==> config.mk <==
export PLATFORM = sky130hd
export DESIGN_NAME = excp_top
export DESIGN_NICKNAME = d
export VERILOG_FILES = /design/src/common/excp_pkg.sv /design/src/rtl/excp_top.sv /design/src/trap/trap_csr.sv /design/src/trap/trap_arbiter.sv /design/src/rtl/wfi_ctrl.sv /design/src/rtl/irq_ctrl.sv
export SDC_FILE = /design/constraint.sdc
export NUM_CORES = 1
export LEC_CHECK = 0
export BUFFER_PORTS_ARGS = -buffer_cell sky130_fd_sc_hd__buf_4
export CORE_AREA = 5 5 116 118
export CTS_BUF_LIST = sky130_fd_sc_hd__clkbuf_8
export CTS_CLUSTER_SIZE = 30
export DETAILED_ROUTE_END_ITERATION = 8
export DIE_AREA = 0 0 121 123
export HOLD_SLACK_MARGIN = 0.05
export RECOVER_POWER = 50
export SYNTH_ARGS = -nofsm -noshare
export SYNTH_HDL_FRONTEND = slang
export SYNTH_HIERARCHICAL = 1
export SYNTH_SLANG_ARGS = --single-unit
==> constraint.sdc <==
create_clock -name clk -period 3.7 [get_ports clk]
set_input_delay 0.74 -clock clk [delete_from_list [all_inputs] [get_ports clk]]
set_output_delay 0.74 -clock clk [all_outputs]
set_load 0.01 [all_outputs]
==> src/common/excp_pkg.sv <==
`default_nettype none

package excp_pkg;

  //////////////////////////////////////////////////////////////////////
  // Widths and basic types
  //////////////////////////////////////////////////////////////////////

  // Data and address width
  // The mcause layout below depends on it
  localparam int unsigned XLEN = 32;

  // One data word for PCs, addresses, instructions and causes
  typedef logic [XLEN-1:0] xlen_t;

  // Encoded privilege level, same coding as mstatus.MPP
  typedef logic [1:0] priv_t;

  localparam priv_t PRIV_U = 2'd0;
  localparam priv_t PRIV_S = 2'd1;
  localparam priv_t PRIV_H = 2'd2;
  localparam priv_t PRIV_M = 2'd3;

  //////////////////////////////////////////////////////////////////////
  // Synchronous exception codes
  //////////////////////////////////////////////////////////////////////

  localparam logic [4:0] CAUSE_IFU_MISALGN   = 5'd0;
  localparam logic [4:0] CAUSE_IFU_BUSERR    = 5'd1;
  localparam logic [4:0] CAUSE_ILLEGAL       = 5'd2;
  localparam logic [4:0] CAUSE_BREAKPOINT    = 5'd3;
  localparam logic [4:0] CAUSE_LD_MISALGN    = 5'd4;
  localparam logic [4:0] CAUSE_LD_BUSERR     = 5'd5;
  localparam logic [4:0] CAUSE_ST_MISALGN    = 5'd6;
  localparam logic [4:0] CAUSE_ST_BUSERR     = 5'd7;
  // Ecall adds the current privilege to this base
  localparam logic [4:0] CAUSE_ECALL_BASE    = 5'd8;
  // Long-pipe instruction error
  localparam logic [4:0] CAUSE_LONGP_INSTERR = 5'd16;
  localparam logic [4:0] CAUSE_RESERVED      = 5'd31;

  //////////////////////////////////////////////////////////////////////
  // Machine interrupt codes
  //////////////////////////////////////////////////////////////////////

  // Interrupt causes also carry bit XLEN-1
  localparam logic [3:0] IRQ_SOFT  = 4'd3;
  localparam logic [3:0] IRQ_TIMER = 4'd7;
  localparam logic [3:0] IRQ_EXT   = 4'd11;

endpackage

`default_nettype wire
==> src/rtl/excp_top.sv <==
`timescale 1ns/1ps
`default_nettype none

module excp_top (
  input  logic            clk,
  input  logic            arst_n,
  input  logic            cmt_ena,
  input  logic            oitf_empty,
  input  logic            amo_wait,
  input  excp_pkg::priv_t priv,
  // ALU commit source
  input  logic            alu_valid,
  input  logic            alu_pc_valid,
  input  logic            alu_ld,
  input  logic            alu_stamo,
  input  logic            alu_misalgn,
  input  logic            alu_buserr,
  input  logic            alu_ecall,
  input  logic            alu_ebreak,
  input  logic            alu_wfi,
  input  logic            alu_ifu_misalgn,
  input  logic            alu_ifu_buserr,
  input  logic            alu_ifu_ilegl,
  input  excp_pkg::xlen_t alu_pc,
  input  excp_pkg::xlen_t alu_instr,
  input  excp_pkg::xlen_t alu_badaddr,
  // Long-pipe source
  input  logic            longp_valid,
  input  logic            longp_ld,
  input  logic            longp_st,
  input  logic            longp_buserr,
  input  logic            longp_insterr,
  input  excp_pkg::xlen_t longp_pc,
  input  excp_pkg::xlen_t longp_badaddr,
  // Interrupt sources and enables
  input  logic            ext_irq,
  input  logic            sft_irq,
  input  logic            tmr_irq,
  input  logic            meie,
  input  logic            msie,
  input  logic            mtie,
  input  logic            mie_r,
  // Flush and halt handshakes
  input  logic            flush_ack,
  input  logic            halt_ifu_ack,
  input  logic            halt_exu_ack,
  output logic            alu_ready,
  output logic            longp_ready,
  output logic            flush_req,
  output logic            flush_req_raw,
  output logic            commit_trap,
  // CSR update
  output excp_pkg::xlen_t cmt_cause,
  output excp_pkg::xlen_t cmt_epc,
  output excp_pkg::xlen_t cmt_badaddr,
  output logic            epc_ena,
  output logic            cause_ena,
  output logic            status_ena,
  output logic            badaddr_ena,
  // Sleep
  output logic            halt_ifu_req,
  output logic            halt_exu_req,
  output logic            core_wfi,
  output logic            excp_active
);

  import excp_pkg::*;

  logic  irq_req;
  logic  wake_req;
  logic  sleeping;
  logic  alu_excp_sel;
  logic  excp_taken;
  logic  irq_taken;
  xlen_t irq_cause;

  //////////////////////////////////////////////////////////////////////
  // Interrupt masking and sleep control
  //////////////////////////////////////////////////////////////////////

  irq_ctrl u_irq_ctrl (
    .ext_irq     (ext_irq),
    .sft_irq     (sft_irq),
    .tmr_irq     (tmr_irq),
    .meie        (meie),
    .msie        (msie),
    .mtie        (mtie),
    .mie_r       (mie_r),
    .amo_wait    (amo_wait),
    .sleeping    (sleeping),
    .irq_req     (irq_req),
    .wake_req    (wake_req),
    .excp_active (excp_active),
    .irq_cause   (irq_cause)
  );

  // Halt starts from a committed wfi
  wfi_ctrl u_wfi_ctrl (
    .clk          (clk),
    .arst_n       (arst_n),
    .wfi_commit   (cmt_ena & alu_wfi),
    .wake_req     (wake_req),
    .halt_ifu_ack (halt_ifu_ack),
    .halt_exu_ack (halt_exu_ack),
    .halt_ifu_req (halt_ifu_req),
    .halt_exu_req (halt_exu_req),
    .core_wfi     (core_wfi),
    .sleeping     (sleeping)
  );

  //////////////////////////////////////////////////////////////////////
  // Trap selection and CSR values
  //////////////////////////////////////////////////////////////////////

  trap_arbiter u_trap_arbiter (
    .alu_misalgn     (alu_misalgn),
    .alu_buserr      (alu_buserr),
    .alu_ecall       (alu_ecall),
    .alu_ebreak      (alu_ebreak),
    .alu_ifu_misalgn (alu_ifu_misalgn),
    .alu_ifu_buserr  (alu_ifu_buserr),
    .alu_ifu_ilegl   (alu_ifu_ilegl),
    .alu_valid       (alu_valid),
    .alu_pc_valid    (alu_pc_valid),
    .longp_valid     (longp_valid),
    .oitf_empty      (oitf_empty),
    .irq_req         (irq_req),
    .flush_ack       (flush_ack),
    .alu_ready       (alu_ready),
    .longp_ready     (longp_ready),
    .flush_req       (flush_req),
    .flush_req_raw   (flush_req_raw),
    .commit_trap     (commit_trap),
    .alu_excp_sel    (alu_excp_sel),
    .excp_taken      (excp_taken),
    .irq_taken       (irq_taken)
  );

  trap_csr u_trap_csr (
    .alu_excp_sel    (alu_excp_sel),
    .excp_taken      (excp_taken),
    .irq_taken       (irq_taken),
    .priv            (priv),
    .alu_ld          (alu_ld),
    .alu_stamo       (alu_stamo),
    .alu_misalgn     (alu_misalgn),
    .alu_buserr      (alu_buserr),
    .alu_ecall       (alu_ecall),
    .alu_ebreak      (alu_ebreak),
    .alu_ifu_misalgn (alu_ifu_misalgn),
    .alu_ifu_buserr  (alu_ifu_buserr),
    .alu_ifu_ilegl   (alu_ifu_ilegl),
    .longp_valid     (longp_valid),
    .longp_ld        (longp_ld),
    .longp_st        (longp_st),
    .longp_buserr    (longp_buserr),
    .longp_insterr   (longp_insterr),
    .alu_pc          (alu_pc),
    .alu_instr       (alu_instr),
    .alu_badaddr     (alu_badaddr),
    .longp_pc        (longp_pc),
    .longp_badaddr   (longp_badaddr),
    .irq_cause       (irq_cause),
    .cmt_cause       (cmt_cause),
    .cmt_epc         (cmt_epc),
    .cmt_badaddr     (cmt_badaddr),
    .epc_ena         (epc_ena),
    .cause_ena       (cause_ena),
    .status_ena      (status_ena),
    .badaddr_ena     (badaddr_ena)
  );

endmodule

`default_nettype wire

==> src/trap/trap_csr.sv <==
`timescale 1ns/1ps
`default_nettype none

module trap_csr (
  input  logic            alu_excp_sel,
  input  logic            excp_taken,
  input  logic            irq_taken,
  input  excp_pkg::priv_t priv,
  input  logic            alu_ld,
  input  logic            alu_stamo,
  input  logic            alu_misalgn,
  input  logic            alu_buserr,
  input  logic            alu_ecall,
  input  logic            alu_ebreak,
  input  logic            alu_ifu_misalgn,
  input  logic            alu_ifu_buserr,
  input  logic            alu_ifu_ilegl,
  input  logic            longp_valid,
  input  logic            longp_ld,
  input  logic            longp_st,
  input  logic            longp_buserr,
  input  logic            longp_insterr,
  input  excp_pkg::xlen_t alu_pc,
  input  excp_pkg::xlen_t alu_instr,
  input  excp_pkg::xlen_t alu_badaddr,
  input  excp_pkg::xlen_t longp_pc,
  input  excp_pkg::xlen_t longp_badaddr,
  input  excp_pkg::xlen_t irq_cause,
  output excp_pkg::xlen_t cmt_cause,
  output excp_pkg::xlen_t cmt_epc,
  output excp_pkg::xlen_t cmt_badaddr,
  output logic            epc_ena,
  output logic            cause_ena,
  output logic            status_ena,
  output logic            badaddr_ena
);

  import excp_pkg::*;

  logic       ld_misalgn;
  logic       st_misalgn;
  logic       ld_buserr;
  logic       st_buserr;
  logic       alu_agu;
  logic       longp_ldst;
  logic       pc_fault;
  logic [4:0] excp_code;

  //////////////////////////////////////////////////////////////////////
  // Qualified fault terms
  //////////////////////////////////////////////////////////////////////

  // ALU flags count only when the ALU is the chosen source
  assign ld_misalgn = alu_excp_sel & alu_ld & alu_misalgn;
  assign st_misalgn = alu_excp_sel & alu_stamo & alu_misalgn;

  // Bus errors merge ALU and long-pipe
  assign ld_buserr = (alu_excp_sel & alu_ld & alu_buserr)
                   | (longp_valid & longp_ld & longp_buserr);
  assign st_buserr = (alu_excp_sel & alu_stamo & alu_buserr)
                   | (longp_valid & longp_st & longp_buserr);

  assign alu_agu    = alu_excp_sel & (alu_ld | alu_stamo) & (alu_misalgn | alu_buserr);
  assign longp_ldst = longp_valid & (longp_ld | longp_st) & longp_buserr;
  assign pc_fault   = alu_excp_sel & (alu_ebreak | alu_ifu_misalgn | alu_ifu_buserr);

  //////////////////////////////////////////////////////////////////////
  // mcause
  //////////////////////////////////////////////////////////////////////

  always_comb begin
    if (alu_excp_sel & alu_ifu_misalgn) begin
      excp_code = CAUSE_IFU_MISALGN;
    end else if (alu_excp_sel & alu_ifu_buserr) begin
      excp_code = CAUSE_IFU_BUSERR;
    end else if (alu_excp_sel & alu_ifu_ilegl) begin
      excp_code = CAUSE_ILLEGAL;
    end else if (alu_excp_sel & alu_ebreak) begin
      excp_code = CAUSE_BREAKPOINT;
    end else if (ld_misalgn) begin
      excp_code = CAUSE_LD_MISALGN;
    end else if (ld_buserr) begin
      excp_code = CAUSE_LD_BUSERR;
    end else if (st_misalgn) begin
      excp_code = CAUSE_ST_MISALGN;
    end else if (st_buserr) begin
      excp_code = CAUSE_ST_BUSERR;
    end else if (alu_excp_sel & alu_ecall) begin
      // 8 for U up to 11 for M
      excp_code = CAUSE_ECALL_BASE + {3'b000, priv};
    end else if (longp_valid & longp_insterr) begin
      excp_code = CAUSE_LONGP_INSTERR;
    end else begin
      excp_code = CAUSE_RESERVED;
    end
  end

  assign cmt_cause = excp_taken ? {{(XLEN-5){1'b0}}, excp_code} : irq_cause;

  //////////////////////////////////////////////////////////////////////
  // mtval and mepc
  //////////////////////////////////////////////////////////////////////

  // Faulting address, PC or instruction bits, else zero
  always_comb begin
    if (longp_ldst) begin
      cmt_badaddr = longp_badaddr;
    end else if (alu_agu) begin
      cmt_badaddr = alu_badaddr;
    end else if (pc_fault) begin
      cmt_badaddr = alu_pc;
    end else if (alu_excp_sel & alu_ifu_ilegl) begin
      cmt_badaddr = alu_instr;
    end else begin
      cmt_badaddr = '0;
    end
  end

  // Long-pipe trap is imprecise and keeps its own PC
  assign cmt_epc = longp_valid ? longp_pc : alu_pc;

  // Every taken trap writes all four CSRs
  assign epc_ena     = excp_taken | irq_taken;
  assign cause_ena   = epc_ena;
  assign status_ena  = epc_ena;
  assign badaddr_ena = epc_ena;

endmodule

`default_nettype wire

==> src/trap/trap_arbiter.sv <==
`timescale 1ns/1ps
`default_nettype none

module trap_arbiter (
  input  logic alu_misalgn,
  input  logic alu_buserr,
  input  logic alu_ecall,
  input  logic alu_ebreak,
  input  logic alu_ifu_misalgn,
  input  logic alu_ifu_buserr,
  input  logic alu_ifu_ilegl,
  input  logic alu_valid,
  input  logic alu_pc_valid,
  input  logic longp_valid,
  input  logic oitf_empty,
  input  logic irq_req,
  input  logic flush_ack,
  output logic alu_ready,
  output logic longp_ready,
  output logic flush_req,
  output logic flush_req_raw,
  output logic commit_trap,
  output logic alu_excp_sel,
  output logic excp_taken,
  output logic irq_taken
);

  logic alu_need_flush;
  logic longp_flush;
  logic irq_flush;
  logic alu_flush;
  logic higher_req;

  //////////////////////////////////////////////////////////////////////
  // Source requests
  //////////////////////////////////////////////////////////////////////

  // Ebreak is always a plain breakpoint here
  assign alu_need_flush = alu_misalgn | alu_buserr | alu_ecall | alu_ebreak
                        | alu_ifu_misalgn | alu_ifu_buserr | alu_ifu_ilegl;

  // Long-pipe always traps
  // No oitf or PC wait so it can never be stuck
  assign longp_flush = longp_valid;

  // Interrupt uses the next instruction PC for mepc
  // So it waits for a valid PC and an empty OITF
  assign irq_flush = irq_req & oitf_empty & alu_pc_valid & ~longp_valid;

  // ALU exception is the lowest priority
  assign alu_flush = alu_valid & alu_need_flush & oitf_empty
                   & ~irq_req & ~longp_valid;

  assign alu_excp_sel = alu_flush;

  //////////////////////////////////////////////////////////////////////
  // Handshake
  //////////////////////////////////////////////////////////////////////

  assign flush_req = longp_flush | irq_flush | alu_flush;

  // Stop committing as soon as a higher source shows up
  assign higher_req    = irq_req | longp_valid;
  assign flush_req_raw = higher_req;

  assign longp_ready = flush_ack;

  // Excepting ALU instruction retires only with its own flush
  // A clean one is blocked only by a higher source
  always_comb begin
    if (alu_need_flush) begin
      alu_ready = flush_ack & oitf_empty & ~higher_req;
    end else begin
      alu_ready = ~higher_req;
    end
  end

  // Trap taken on the flush handshake
  assign commit_trap = flush_req & flush_ack;

  assign excp_taken = (longp_flush | alu_flush) & commit_trap;
  assign irq_taken  = irq_flush & commit_trap;

endmodule

`default_nettype wire

==> src/rtl/wfi_ctrl.sv <==
`timescale 1ns/1ps
`default_nettype none

module wfi_ctrl (
  input  logic clk,
  input  logic arst_n,
  input  logic wfi_commit,
  input  logic wake_req,
  input  logic halt_ifu_ack,
  input  logic halt_exu_ack,
  output logic halt_ifu_req,
  output logic halt_exu_req,
  output logic core_wfi,
  output logic sleeping
);

  logic halt_r;
  logic halt_set;
  logic flag_set;

  //////////////////////////////////////////////////////////////////////
  // Halt request register
  //////////////////////////////////////////////////////////////////////

  // Set by a committed wfi, cleared by any wake request
  assign halt_set = wfi_commit;

  always_ff @(posedge clk or negedge arst_n) begin
    if (!arst_n) begin
      halt_r <= 1'b0;
    end else if (halt_set | wake_req) begin
      // Clear wins over a simultaneous set
      halt_r <= halt_set & ~wake_req;
    end
  end

  // Fetch halt qualified by the clear
  // Keeps the flush and the fetch halt out of the same cycle
  assign halt_ifu_req = halt_r & ~wake_req;

  // Execute halt left unqualified to avoid a comb loop
  // It drops one cycle after the fetch halt
  assign halt_exu_req = halt_r;

  //////////////////////////////////////////////////////////////////////
  // Sleep flag
  //////////////////////////////////////////////////////////////////////

  // Both halts handshaked in the same cycle
  assign flag_set = halt_ifu_req & halt_ifu_ack & halt_exu_req & halt_exu_ack;

  always_ff @(posedge clk or negedge arst_n) begin
    if (!arst_n) begin
      sleeping <= 1'b0;
    end else if (flag_set | wake_req) begin
      sleeping <= flag_set & ~wake_req;
    end
  end

  // Drops in the wake cycle itself
  assign core_wfi = sleeping & ~wake_req;

endmodule

`default_nettype wire

==> src/rtl/irq_ctrl.sv <==
`timescale 1ns/1ps
`default_nettype none

module irq_ctrl (
  input  logic            ext_irq,
  input  logic            sft_irq,
  input  logic            tmr_irq,
  input  logic            meie,
  input  logic            msie,
  input  logic            mtie,
  input  logic            mie_r,
  input  logic            amo_wait,
  input  logic            sleeping,
  output logic            irq_req,
  output logic            wake_req,
  output logic            excp_active,
  output excp_pkg::xlen_t irq_cause
);

  import excp_pkg::*;

  logic       ext_pend;
  logic       sft_pend;
  logic       tmr_pend;
  logic       any_pend;
  logic [3:0] irq_code;

  //////////////////////////////////////////////////////////////////////
  // Source masking
  //////////////////////////////////////////////////////////////////////

  // Each machine source qualified by its own enable bit in mie
  assign ext_pend = ext_irq & meie;
  assign sft_pend = sft_irq & msie;
  assign tmr_pend = tmr_irq & mtie;

  assign any_pend = ext_pend | sft_pend | tmr_pend;

  // Trap request needs the global enable
  // Held off during an AMO so the AMO can still commit
  assign irq_req = any_pend & mie_r & ~amo_wait;

  // Wake from sleep ignores both mie_r and amo_wait
  // A sleeping core has no AMO outstanding
  assign wake_req = any_pend;

  // Clock wake indication for the core clock gate
  assign excp_active = sleeping ? wake_req : irq_req;

  //////////////////////////////////////////////////////////////////////
  // Interrupt cause
  //////////////////////////////////////////////////////////////////////

  // Fixed priority soft, then timer, then external
  always_comb begin
    if (sft_pend) begin
      irq_code = IRQ_SOFT;
    end else if (tmr_pend) begin
      irq_code = IRQ_TIMER;
    end else if (ext_pend) begin
      irq_code = IRQ_EXT;
    end else begin
      irq_code = 4'd0;
    end
  end

  // Interrupt flag in the top bit, code in the low nibble
  assign irq_cause = {1'b1, {(XLEN-5){1'b0}}, irq_code};

endmodule

`default_nettype wire

# --- Word level (Yosys, flattened, before mapping) ---
# Cells that the tools add are included.
totals:
  regBits: 2
  latch_bits: 0
  ramBits: 0
  rom_bits: 0
  out_inout_bits: 109
  wordCells: 96
  n_memories: 0
classes:
  addsub: 1
  n_mul: 0
  div: 0
  n_lt_le_gt_ge: 0
  n_eq_ne: 0
  shifts: 0
  muxes: 21
  bitwise_logic: 72
  n_reduce_logical: 0
op_table:
  columns: ["operator", "n"]
  rows:
  - ["2-to-1 mux 32 bit", 6]
  - ["AND 1 bit", 46]
  - ["2-to-1 mux 5 bit", 9]
  - ["bitwise OR 1 bit", 21]
  - ["2-to-1 mux 4 bit", 4]
  - ["adder 4 x 2 -> 5 bit, first input constant", 1]
  - ["NOT 1 bit", 5]
  - ["2-to-1 mux 1 bit", 2]

# --- Logic depth before layout (Yosys ltp) ---
# Gate-level depths: netlist of run 1.
depth:
  word_depth: 22
  ltp_mapped: 9

# --- Modules after synthesis ---
# The synthesis of run 1 kept the hierarchy.
modules_own_cells:
  columns: ["module", "instances", "cells_per_inst", "area_per_inst_um2", "seq_area_each_um2"]
  rows:
  - ["trap_csr", 1, 274, 1963.1, 0.0]
  - ["irq_ctrl", 1, 43, 287.8, 0.0]
  - ["trap_arbiter", 1, 19, 111.4, 0.0]
  - ["wfi_ctrl", 1, 8, 80.1, 50.0]
  - ["excp_top", 1, 1, 6.3, 0.0]

# --- Least setup slack after synthesis of run 1 ---
# OpenSTA, ideal clock, no wires.
synth_timing:
  path_type: "input -> output"
  start: "in sft_irq"
  end: "out cmt_cause[0]"
  arrival_time_ps: 3029
  setup_slack_ps: -69
  stages: 8
  cell_sequence: "a222oi_1 nor2_1 or2_2 nor3_1 buf_2 nand2_1 o311a_2 a31oi_1"
synth_via:
  elab_chain_len: 20
synth_lines:
  columns: ["element", "line_no", "rtl"]
  rows:
  - ["from (decl)", "excp_top.sv:37", "input logic sft_irq,"]
  - ["AND 1 bit *", "irq_ctrl.sv:34", "assign sft_pend = sft_irq & msie;"]
  - ["bitwise OR 1 bit * (2 in a row)", "irq_ctrl.sv:37", "assign any_pend = ext_pend | sft_pend | tmr_pend;"]
  - ["AND 1 bit * (2 in a row)", "irq_ctrl.sv:41", "assign irq_req = any_pend & mie_r & ~amo_wait;"]
  - ["net irq_req", "excp_top.sv:69", "logic irq_req;"]
  - ["NOT 1 bit *", "trap_arbiter.sv:52", "& ~irq_req & ~longp_valid;"]
  - ["AND 1 bit * (2 in a row)", "trap_arbiter.sv:52", null]
  - ["net alu_excp_sel", "excp_top.sv:72", "logic alu_excp_sel;"]
  - ["AND 1 bit", "trap_csr.sv:55, trap_csr.sv:60", null]
  - ["[... 3 more ...]", null, null]
  - ["2-to-1 mux 5 bit", "trap_csr.sv:84", "end else if (st_misalgn) begin"]
  - ["2-to-1 mux 5 bit", "trap_csr.sv:82", "end else if (ld_buserr) begin"]
  - ["2-to-1 mux 5 bit", "trap_csr.sv:80", "end else if (ld_misalgn) begin"]
  - ["2-to-1 mux 5 bit", "trap_csr.sv:78", "end else if (alu_excp_sel & alu_ebreak) begin"]
  - ["2-to-1 mux 5 bit", "trap_csr.sv:76", "end else if (alu_excp_sel & alu_ifu_ilegl) begin"]
  - ["2-to-1 mux 5 bit", "trap_csr.sv:74", "end else if (alu_excp_sel & alu_ifu_buserr) begin"]
  - ["2-to-1 mux 5 bit", "trap_csr.sv:72", "if (alu_excp_sel & alu_ifu_misalgn) begin"]
  - ["2-to-1 mux 32 bit *", "trap_csr.sv:98", "assign cmt_cause = excp_taken ? {{(XLEN-5){1'b0}}, excp_code} : irq_cause;"]
  - ["to (decl)", "excp_top.sv:53", "output excp_pkg::xlen_t cmt_cause,"]
# The timed path passes the listed nets; every way through them passes the cells marked *.

# --- Final worst setup path of run 1 ---
layout_timing:
  start: "in msie"
  end: "out cmt_cause[0]"
layout_lines:
  columns: ["element", "line_no", "rtl"]
  rows:
  - ["from (decl)", "excp_top.sv:40", "input logic msie,"]
  - ["AND 1 bit *", "irq_ctrl.sv:34", null]
  - ["bitwise OR 1 bit * (2 in a row)", "irq_ctrl.sv:37", null]
  - ["AND 1 bit * (2 in a row)", "irq_ctrl.sv:41", null]
  - ["net irq_req", "excp_top.sv:69", null]
  - ["AND 1 bit (3 in a row)", "trap_arbiter.sv:48", "assign irq_flush = irq_req & oitf_empty & alu_pc_valid & ~longp_valid;"]
  - ["bitwise OR 1 bit (2 in a row)", "trap_arbiter.sv:60", "assign flush_req = longp_flush | irq_flush | alu_flush;"]
  - ["AND 1 bit", "trap_arbiter.sv:79", "assign commit_trap = flush_req & flush_ack;"]
  - ["AND 1 bit *", "trap_arbiter.sv:81", "assign excp_taken = (longp_flush | alu_flush) & commit_trap;"]
  - ["net excp_taken", "excp_top.sv:73", "logic excp_taken;"]
  - ["2-to-1 mux 32 bit *", "trap_csr.sv:98", null]
# Marked as above.

==> results.yml, run 1 <==
cells_and_area:
  multi_input_area_um2: 2100
  final_area_um2: 4650
  n_antenna_cell: 0
  fillers: 1319
  area.sequential_um2: 50.0
  layout.nets: 810
  drive_above_1_share: 0.557
  syn2layout_area_growth_pct: 90.1
clock_tree:
  cts_root_buf: "clkbuf_8"
  tritoncts: "done"
  htreeDepth: 1
  clk_path_buf_depth: 2
  cts-hold-fix-buffers: 0
  clk_latency_ns: 0.21
  cts.sinks: 2
  clk_pin_slew_worst_paths_ns: 0.03
  numCtsBuffers: 3
power:
  peakVddDrop_mv: 0.171
  power.switching_mw: 0.268
  clkPwrFrac: 0.132
  power.density_nw_per_um2: 140
  p_leak_nw: 2.16
  power_frac_comb: 0.831
  p_total_mw: 0.651
  p_seq_frac: 0.037
  switching_share: 0.411
  internal_power_mw: 0.383
critical_path:
  r2r-start: "u_wfi_ctrl/halt_exu_req"
  end_kind: "output port"
  cp-startpoint: "msie"
  ff2ff_path_depth: 2
  crit_fanout: 3
  crit_arrival_ns: 2.76
  start_kind: "input pin"
  crit_type: "in2out"
  critPathRequiredTime_ns: 2.96
floorplan:
  initial_core_util: 0.198
  coreArea_um2: 12400
  rows: 41
  die_w_um: 121
  die-area_um2: 14900
  die_h_um: 123
  io_pins: 303
sta:
  max_freq_mhz: 286
  setup_violations: 0
  post-route-min-period_ns: 3.50
  fin_skew_ns: 0.000992
  drv_slew: 0
  fin_crit_sh: 0.946
  rsz0062_at_grt: "false"
  hold_viol_final: 0
global_route:
  grt_pass1_vias: 3719
  antenna_found_initial: 0
  grt_max_degree: 35
  track_usage: 0.162
  grt_pass1_wl_mm: 19.5
  grt_overflow_total: 0
placed_design:
  postPlaceCellArea_um2: 4660
  port-buffer-count: 276
  dp_hpwl_mm: 11.7
  place_congestion: 0.858
detailed_routing:
  met1_length_mm: 5.18
  drc: 0
  wl_met2_mm: 7.30
  detail_route.wl_per_cell_um: 17.7
  highest_layer: "met4"
  first_pass_iters: 4
  routed_wl_mm: 13.9
  vias_per_cell: 4.63
  met3_length_mm: 1.20
  first_iter_violations: 189
  ant_nets: 0
  num_vias: 3641
logic_synthesis:
  avgSynthCellArea_um2: 7.10
  ys_async_sr_fraction: 1.00
  synthFlopType: "dfrtp_1"
  post_synth_num_cell_types: 47
  synth_edf_count: 0
  netlist_area_um2: 2450
  synth.ff_latch_count: 2
  synth_warnings: 6
  syn-instance-count: 345
  ys_seq_area_frac: 0.0204
run:
  cap_violations: 0
outcome:
  status: "finished, final reports clean"
worst_hold_path:
  min_path_type: "in2async"
-- sequential cells by signal (all words and copies together), names as in the netlist --
name and cells:
u_wfi_ctrl/halt_exu_req 1, u_wfi_ctrl/sleeping 1
-- metal layers --
layer,vias to the layer above,GRT usage
met5,-,0
met3,18,0.0302
li1,1761,-
met2,215,0.310
met1,1647,0.187
met4,0,0.0326
-- metrics by stage --
step,instances,setup TNS [ns],util,hold WS [ns],setup slack (ns)
floorplan,371,0,-,0.444,0.0588
global placement,778,0,0.377,0.517,0.0485
detailed placement,778,-0.00246,0.377,0.523,-0.00246
CTS,781,-0.000662,0.380,0.301,-0.000662
global route,786,0,0.376,0.310,0.00651
finish,786,0,0.376,0.310,0.200
-- cell families (layout without fill, tap and decap cells) --
group | count (synthesis) | in the layout | synth area share
multiplexers | 33 | 33 | 0.152
flip-flops | 2 | 2 | 0.0204
AND/OR/NAND/NOR | 112 | 112 | 0.231
buffers and inverters | 71 | 314 | 0.180
AO/OA/AOI/OAI | 125 | 125 | 0.413
other | 2 | 28 | 0.00307
-- cells in the mapped netlist, drive strengths merged, types with 3 or more instances --
master  instances  share of area
a21oi           5          0.010
nand2          47          0.072
nor3            5          0.012
nand3           9          0.018
nor2b          31          0.079
o21ai          64           0.13
mux2           33           0.15
o22ai           4          0.010
a221oi         31           0.18
nand2b          3         0.0077
and2            3         0.0077
clkbuf          9          0.014
inv             9          0.014
buf            53           0.15
nor2            7          0.011
-- repair_timing --
action,4_1_cts,5_1_grt
gates cloned,0,3
pin swaps,0,4
endpoints found under the setup margin,1,34
setup buffers,0,2
resized for setup,2,8
-- placed cells by master (no fill, tap or decap), types with 2 or more instances in the layout --
cell,count
buf_4,253
nand2_1,47
clkbuf_1,39
mux2_2,33
o21ai_1,32
o21ai_0,31
nor2b_1,30
a221oi_2,29
conb_1,28
inv_1,9
nand3_1,9
nor2_1,7
a21oi_1,4
o22ai_1,4
buf_12,4
and2_1,3
clkbuf_8,3
nand2b_1,3
nor3_1,3
buf_6,3
clkbuf_16,2
a22oi_1,2
o41ai_1,2
a221oi_1,2
o211ai_1,2
a31oi_1,2
dfrtp_1,2
-- worst paths after layout --
path                                      endpoint  slack (ns)
setup reg to reg               u_wfi_ctrl/sleeping        2.94
setup / recovery                      cmt_cause[0]        0.20
min in group clk           u_wfi_ctrl/halt_exu_req        0.56
max in group asynchronous      u_wfi_ctrl/sleeping        3.26
hold reg to reg            u_wfi_ctrl/halt_exu_req        0.56
hold / removal             u_wfi_ctrl/halt_exu_req        0.31
-- power by group through the flow --
| stage | Combinational (mW) | Sequential (mW) | Clock, mW |
|---|---|---|---|
| 3_3_place_gp | 0.551 | 0.0243 | 0 |
| 4_1_cts | 0.560 | 0.0242 | 0.0891 |
| 6_report | 0.541 | 0.0242 | 0.0858 |
| 2_1_floorplan | 0.244 | 0.0245 | 0 |
| 3_5_place_dp | 0.557 | 0.0244 | 0 |
| 5_1_grt | 0.584 | 0.0245 | 0.0919 |
-- final cells by class --
class                   count  area share
flip-flops and latches      2      0.0108
multi-input cells         298       0.451
inverters                   9     0.00726
repair buffers            302       0.476
well taps                 172      0.0462
clock buffers               3     0.00887
-- critical path, cell delays in order --
cell	delay (ns)
clkbuf_1	0.10
a222oi_1	0.42
nor2_1	0.11
clkbuf_1	0.15
a211o_1	0.27
a21oi_2	0.18
nand2_1	0.11
o311a_2	0.34
a31oi_1	0.19
buf_4	0.15
Power figures use the tool's default switching activity.
==> run 2, diff against run 1 <==
==> constraint.sdc (replaced) <==
create_clock -name clk -period 4.1 [get_ports clk]
set_input_delay 0.82 -clock clk [delete_from_list [all_inputs] [get_ports clk]]
set_output_delay 0.82 -clock clk [all_outputs]
set_load 0.01 [all_outputs]
==> results.yml, run 2 (synthesis gave the netlist of run 1 again) <==
detailed_routing:
  ant_nets: 0
  detail_route.wl_per_cell_um: 18.7
  routed_wl_mm: 14.5
  first_iter_violations: 208
  first_pass_iters: 4
  num_vias: 3696
  vias_per_cell: 4.74
  drc: 0
cells_and_area:
  syn2layout_area_growth_pct: 88.7
  drive_above_1_share: 0.549
  final_cell_mix: "244 x buf_4, 47 x nand2_1, 41 x clkbuf_1, 33 x o21ai_0, 33 x mux2_2"
  instances_no_fill: 779
  fillers: 1317
  layout_commonest_cell: "buf_4"
  n_antenna_cell: 0
  layout.nets: 803
critical_path:
  cpLargestDelayFamily: "simple AND/OR/NAND/NOR gates"
  crit_chain: "clkbuf_1, a222oi_1, nor2_1, or2_2, nor3_4, buf_4, nor2b_4, clkbuf_16, a221oi_2, o21ai_1, buf_4"
  critPathRequiredTime_ns: 3.28
  cpMaxStageDelayCell: "a222oi_1"
  start_kind: "input pin"
  crit_fanout: 16
  crit_arrival_ns: 3.07
  crit_type: "in2out"
  cpMostUsedCell: "buf_4"
  slowest_delay_ns: 0.41
  path_buf_inv: 4
  end_kind: "output port"
  reg2reg_slack_ns: 3.36
placed_design:
  pre_cts_ws_ns: 0.101
  place_congestion: 0.929
  port-buffer-count: 276
  placed_cells: 768
  dp_hpwl_mm: 11.2
sta:
  rsz0062_at_grt: "false"
  worst_slew_margin_rel: 0.327
  final.setup.tns_ns: 0
  tightest_slew_ns: 1.01
  setup_violations: 0
  hold_viol_final: 0
  fin_crit_sh: 0.949
  fin_skew_ns: 0.000524
  layout_setup_ws_ns: 0.208
  drv_slew: 0
  post-route-min-period_ns: 3.89
  max_freq_mhz: 257
global_route:
  grt_pass1_wl_mm: 19.5
  grt_overflow_total: 0
  grt_max_degree: 37
  antenna_found_initial: 0
  track_usage: 0.162
  grt_pass1_vias: 3730
clock_tree:
  clk_latency_ns: 0.21
  clk_pin_slew_worst_paths_ns: 0.03
  cts-hold-fix-buffers: 0
  numCtsBuffers: 3
  cts.sinks: 2
  tritoncts: "done"
  htreeDepth: 1
  clk_path_buf_depth: 2
  cts_root_buf: "clkbuf_8"
power:
  peakVddDrop_mv: 0.186
  power.density_nw_per_um2: 127
  p_leak_nw: 2.13
floorplan:
  rows: 41
  initial_core_util: 0.198
  die_h_um: 123
  coreArea_um2: 12400
  io_pins: 303
  die-area_um2: 14900
  die_w_um: 121
run:
  cap_violations: 0
outcome:
  status: "finished, final reports clean"
worst_hold_path:
  min_path_type: "in2async"
-- run 2: cell count changes in the layout (fill, tap and decap cells not counted), sizes merged --
| cell | before | now |
|---|---|---|
| buf | 261 | 248 |
| clkbuf | 44 | 49 |
| clkdlybuf4s15 | 0 | 1 |
-- run 2: layout make-up --
type	count	area [um^2]	area share
clock buffer	3	41.3	0.00894
multi-input combinational	298	2100	0.454
timing repair buffer	295	2180	0.472
sequential	2	50.0	0.0108
tap	172	215	0.0466
inverter	9	33.8	0.00731
-- run 2: layer usage --
metal	track usage	wire length, um
met1	0.192	5650
met2	0.302	7370
met3	0.0265	1250
met4	0.0404	268
met5	0	0
-- run 2: metrics by stage --
stage                     power (mW)  cell area (um^2)  hold WS (ns)  utilization
after global routing           0.629              4620         0.400        0.374
after detailed placement       0.518              4580         0.542        0.370
final                          0.588              4620         0.391        0.374
after CTS                      0.600              4620         0.383        0.374
after floorplan                0.242              2550         0.476            -
after global placement         0.512              4580         0.520        0.370
-- run 2: path summary, 6_finish.rpt --
path,depth (start not counted),startpoint,to
max in group asynchronous,1,arst_n,u_wfi_ctrl/halt_exu_req
max reg2reg,2,u_wfi_ctrl/halt_exu_req,u_wfi_ctrl/sleeping
min in group clk,2,u_wfi_ctrl/halt_exu_req,u_wfi_ctrl/halt_exu_req
min reg2reg,2,u_wfi_ctrl/halt_exu_req,u_wfi_ctrl/halt_exu_req
max,11,msie,cmt_badaddr[1]
min,1,arst_n,u_wfi_ctrl/sleeping
-- run 2: report_power, final --
group	switching (mW)	total, mW	internal, mW
combinational	0.228	0.487	0.260
sequential	0.000900	0.0218	0.0209
clock	0.0169	0.0791	0.0622
-- run 2: worst reg2reg max path, stage by stage (launching register included) --
cell     delay (ns)
dfrtp_1        0.39
a31oi_1        0.17
nor2_1         0.06
-- run 2: timing repair --
item	4_1_cts	5_1_grt
endpoints found under the hold margin	0	0
buffers inserted	0	3
setup endpoints to repair	0	29
resized for setup	0	5
==> run 3, diff against run 2 <==
--- a/config.mk
+++ b/config.mk
@@ -13,6 +13,8 @@
 export DIE_AREA = 0 0 121 123
 export HOLD_SLACK_MARGIN = 0.05
 export RECOVER_POWER = 50
+export REMOVE_ABC_BUFFERS = 1
+export SKIP_CTS_REPAIR_TIMING = 1
 export SYNTH_ARGS = -nofsm -noshare
 export SYNTH_HDL_FRONTEND = slang
 export SYNTH_HIERARCHICAL = 1
==> constraint.sdc (replaced) <==
create_clock -name clk -period 4.1 [get_ports clk]
set_input_delay 0.82 -clock clk [delete_from_list [all_inputs] [get_ports clk]]
set_output_delay 0.82 -clock clk [all_outputs]
set_load 0.1 [all_outputs]
==> results.yml, run 3 (synthesis gave the netlist of run 1 again) <==
outcome:
  status: "finished, violations left"
  failed_checks: "max-slew violations"
sta:
  worst_slew_margin_rel: -0.263
  post-route-min-period_ns: 4.02
  fin_skew_ns: 0.00406
  max_freq_mhz: 249
  fin_crit_sh: 0.980
  drv_slew: 26
  setup_violations: 0
  tightest_slew_ns: 1.89
  hold_viol_final: 0
  final.setup.tns_ns: 0
  layout_setup_ws_ns: 0.0814
critical_path:
  crit_fanout: 26
  start_kind: "input pin"
  crit_arrival_ns: 3.20
  crit_type: "in2out"
  critPathRequiredTime_ns: 3.28
  ff2ff_path_depth: 2
  end_kind: "output port"
  reg2reg_slack_ns: 3.36
cells_and_area:
  drive_above_1_share: 0.558
  fillers: 1325
  final_util: 0.385
  n_antenna_cell: 0
  final_cell_mix: "232 x buf_4, 47 x nand2_1, 40 x clkbuf_1, 33 x mux2_2, 32 x o21ai_1"
  layout_commonest_cell: "buf_4"
  layout.nets: 812
  final_area_um2: 4760
  syn2layout_area_growth_pct: 94.5
  instances_no_fill: 788
global_route:
  grt_overflow_total: 0
  grt_max_degree: 34
  grt_pass1_vias: 3877
  antenna_found_initial: 0
  track_usage: 0.171
  grt_pass1_wl_mm: 20.6
placed_design:
  placed_cells: 778
  port-buffer-count: 276
  pre_cts_ws_ns: 0.00821
  place_congestion: 0.886
  dp_hpwl_mm: 11.8
  postPlaceCellArea_um2: 4710
floorplan:
  die_h_um: 123
  initial_core_util: 0.198
  die-area_um2: 14900
  coreArea_um2: 12400
  die_w_um: 121
  io_pins: 303
  rows: 41
clock_tree:
  cts.sinks: 2
  clk_pin_slew_worst_paths_ns: 0.03
  cts_root_buf: "clkbuf_8"
  htreeDepth: 1
  clk_latency_ns: 0.21
  numCtsBuffers: 3
  clk_path_buf_depth: 2
  tritoncts: "done"
detailed_routing:
  drc: 0
  first_pass_iters: 6
  num_vias: 3739
  first_iter_violations: 197
  vias_per_cell: 4.74
  ant_nets: 0
  detail_route.wl_per_cell_um: 18.0
  routed_wl_mm: 14.2
power:
  peakVddDrop_mv: 0.189
  p_leak_nw: 2.19
  power.density_nw_per_um2: 247
run:
  cap_violations: 0
worst_hold_path:
  min_path_type: "in2async"
[run 3: changes by cell type in the layout (fill, tap and decap cells not counted), sizes merged]
cell,change
clkbuf,-5
buf,+15
clkdlybuf4s15,-1
[run 3: per-stage QoR]
stage / hold WS [ns] / power [mW]
after global routing: 0.400 / 1.22
after detailed placement: 0.534 / 1.10
final: 0.392 / 1.18
after floorplan: 0.476 / 0.768
after CTS: 0.381 / 1.18
after global placement: 0.499 / 1.10
[run 3: worst paths after layout]
path | startpoint | to
worst max register to register | u_wfi_ctrl/halt_exu_req | u_wfi_ctrl/sleeping
worst min-delay path | arst_n | u_wfi_ctrl/sleeping
worst max-delay path | msie | cmt_badaddr[1]
min in group clk | u_wfi_ctrl/sleeping | u_wfi_ctrl/sleeping
max in group asynchronous | arst_n | u_wfi_ctrl/halt_exu_req
worst min register to register | u_wfi_ctrl/sleeping | u_wfi_ctrl/sleeping
[run 3: critical path: stages]
cell and delay, ns:
clkbuf_1 0.10, a222oi_1 0.44, nor2_1 0.09, or2_2 0.31, nor3_2 0.17, buf_4 0.18, buf_4 0.18, o221ai_4 0.13
buf_12 0.18, o21ai_0 0.27, o21ai_2 0.12, buf_6 0.19
[run 3: routing by layer]
metal / vias to the layer above / GRT usage / part of all wire
li1: 1763 / - / -
met4: 0 / 0.0418 / 0.024
met3: 30 / 0.0325 / 0.086
met5: - / 0 / 0
met1: 1701 / 0.200 / 0.38
met2: 245 / 0.322 / 0.51
[run 3: power by group]
part           internal (mW)  total (mW)  switching, mW
Combinational          0.278        1.07          0.796
Clock                 0.0622      0.0791         0.0169
Sequential            0.0209      0.0218       0.000925
[run 3: layout make-up]
class / instances / area [um^2] / share of cell area
inverter: 9 / 33.8 / 0.00709
tap: 172 / 215 / 0.0452
timing repair buffer: 304 / 2320 / 0.488
sequential: 2 / 50.0 / 0.0105
multi-input combinational: 298 / 2100 / 0.440
clock buffer: 3 / 41.3 / 0.00867
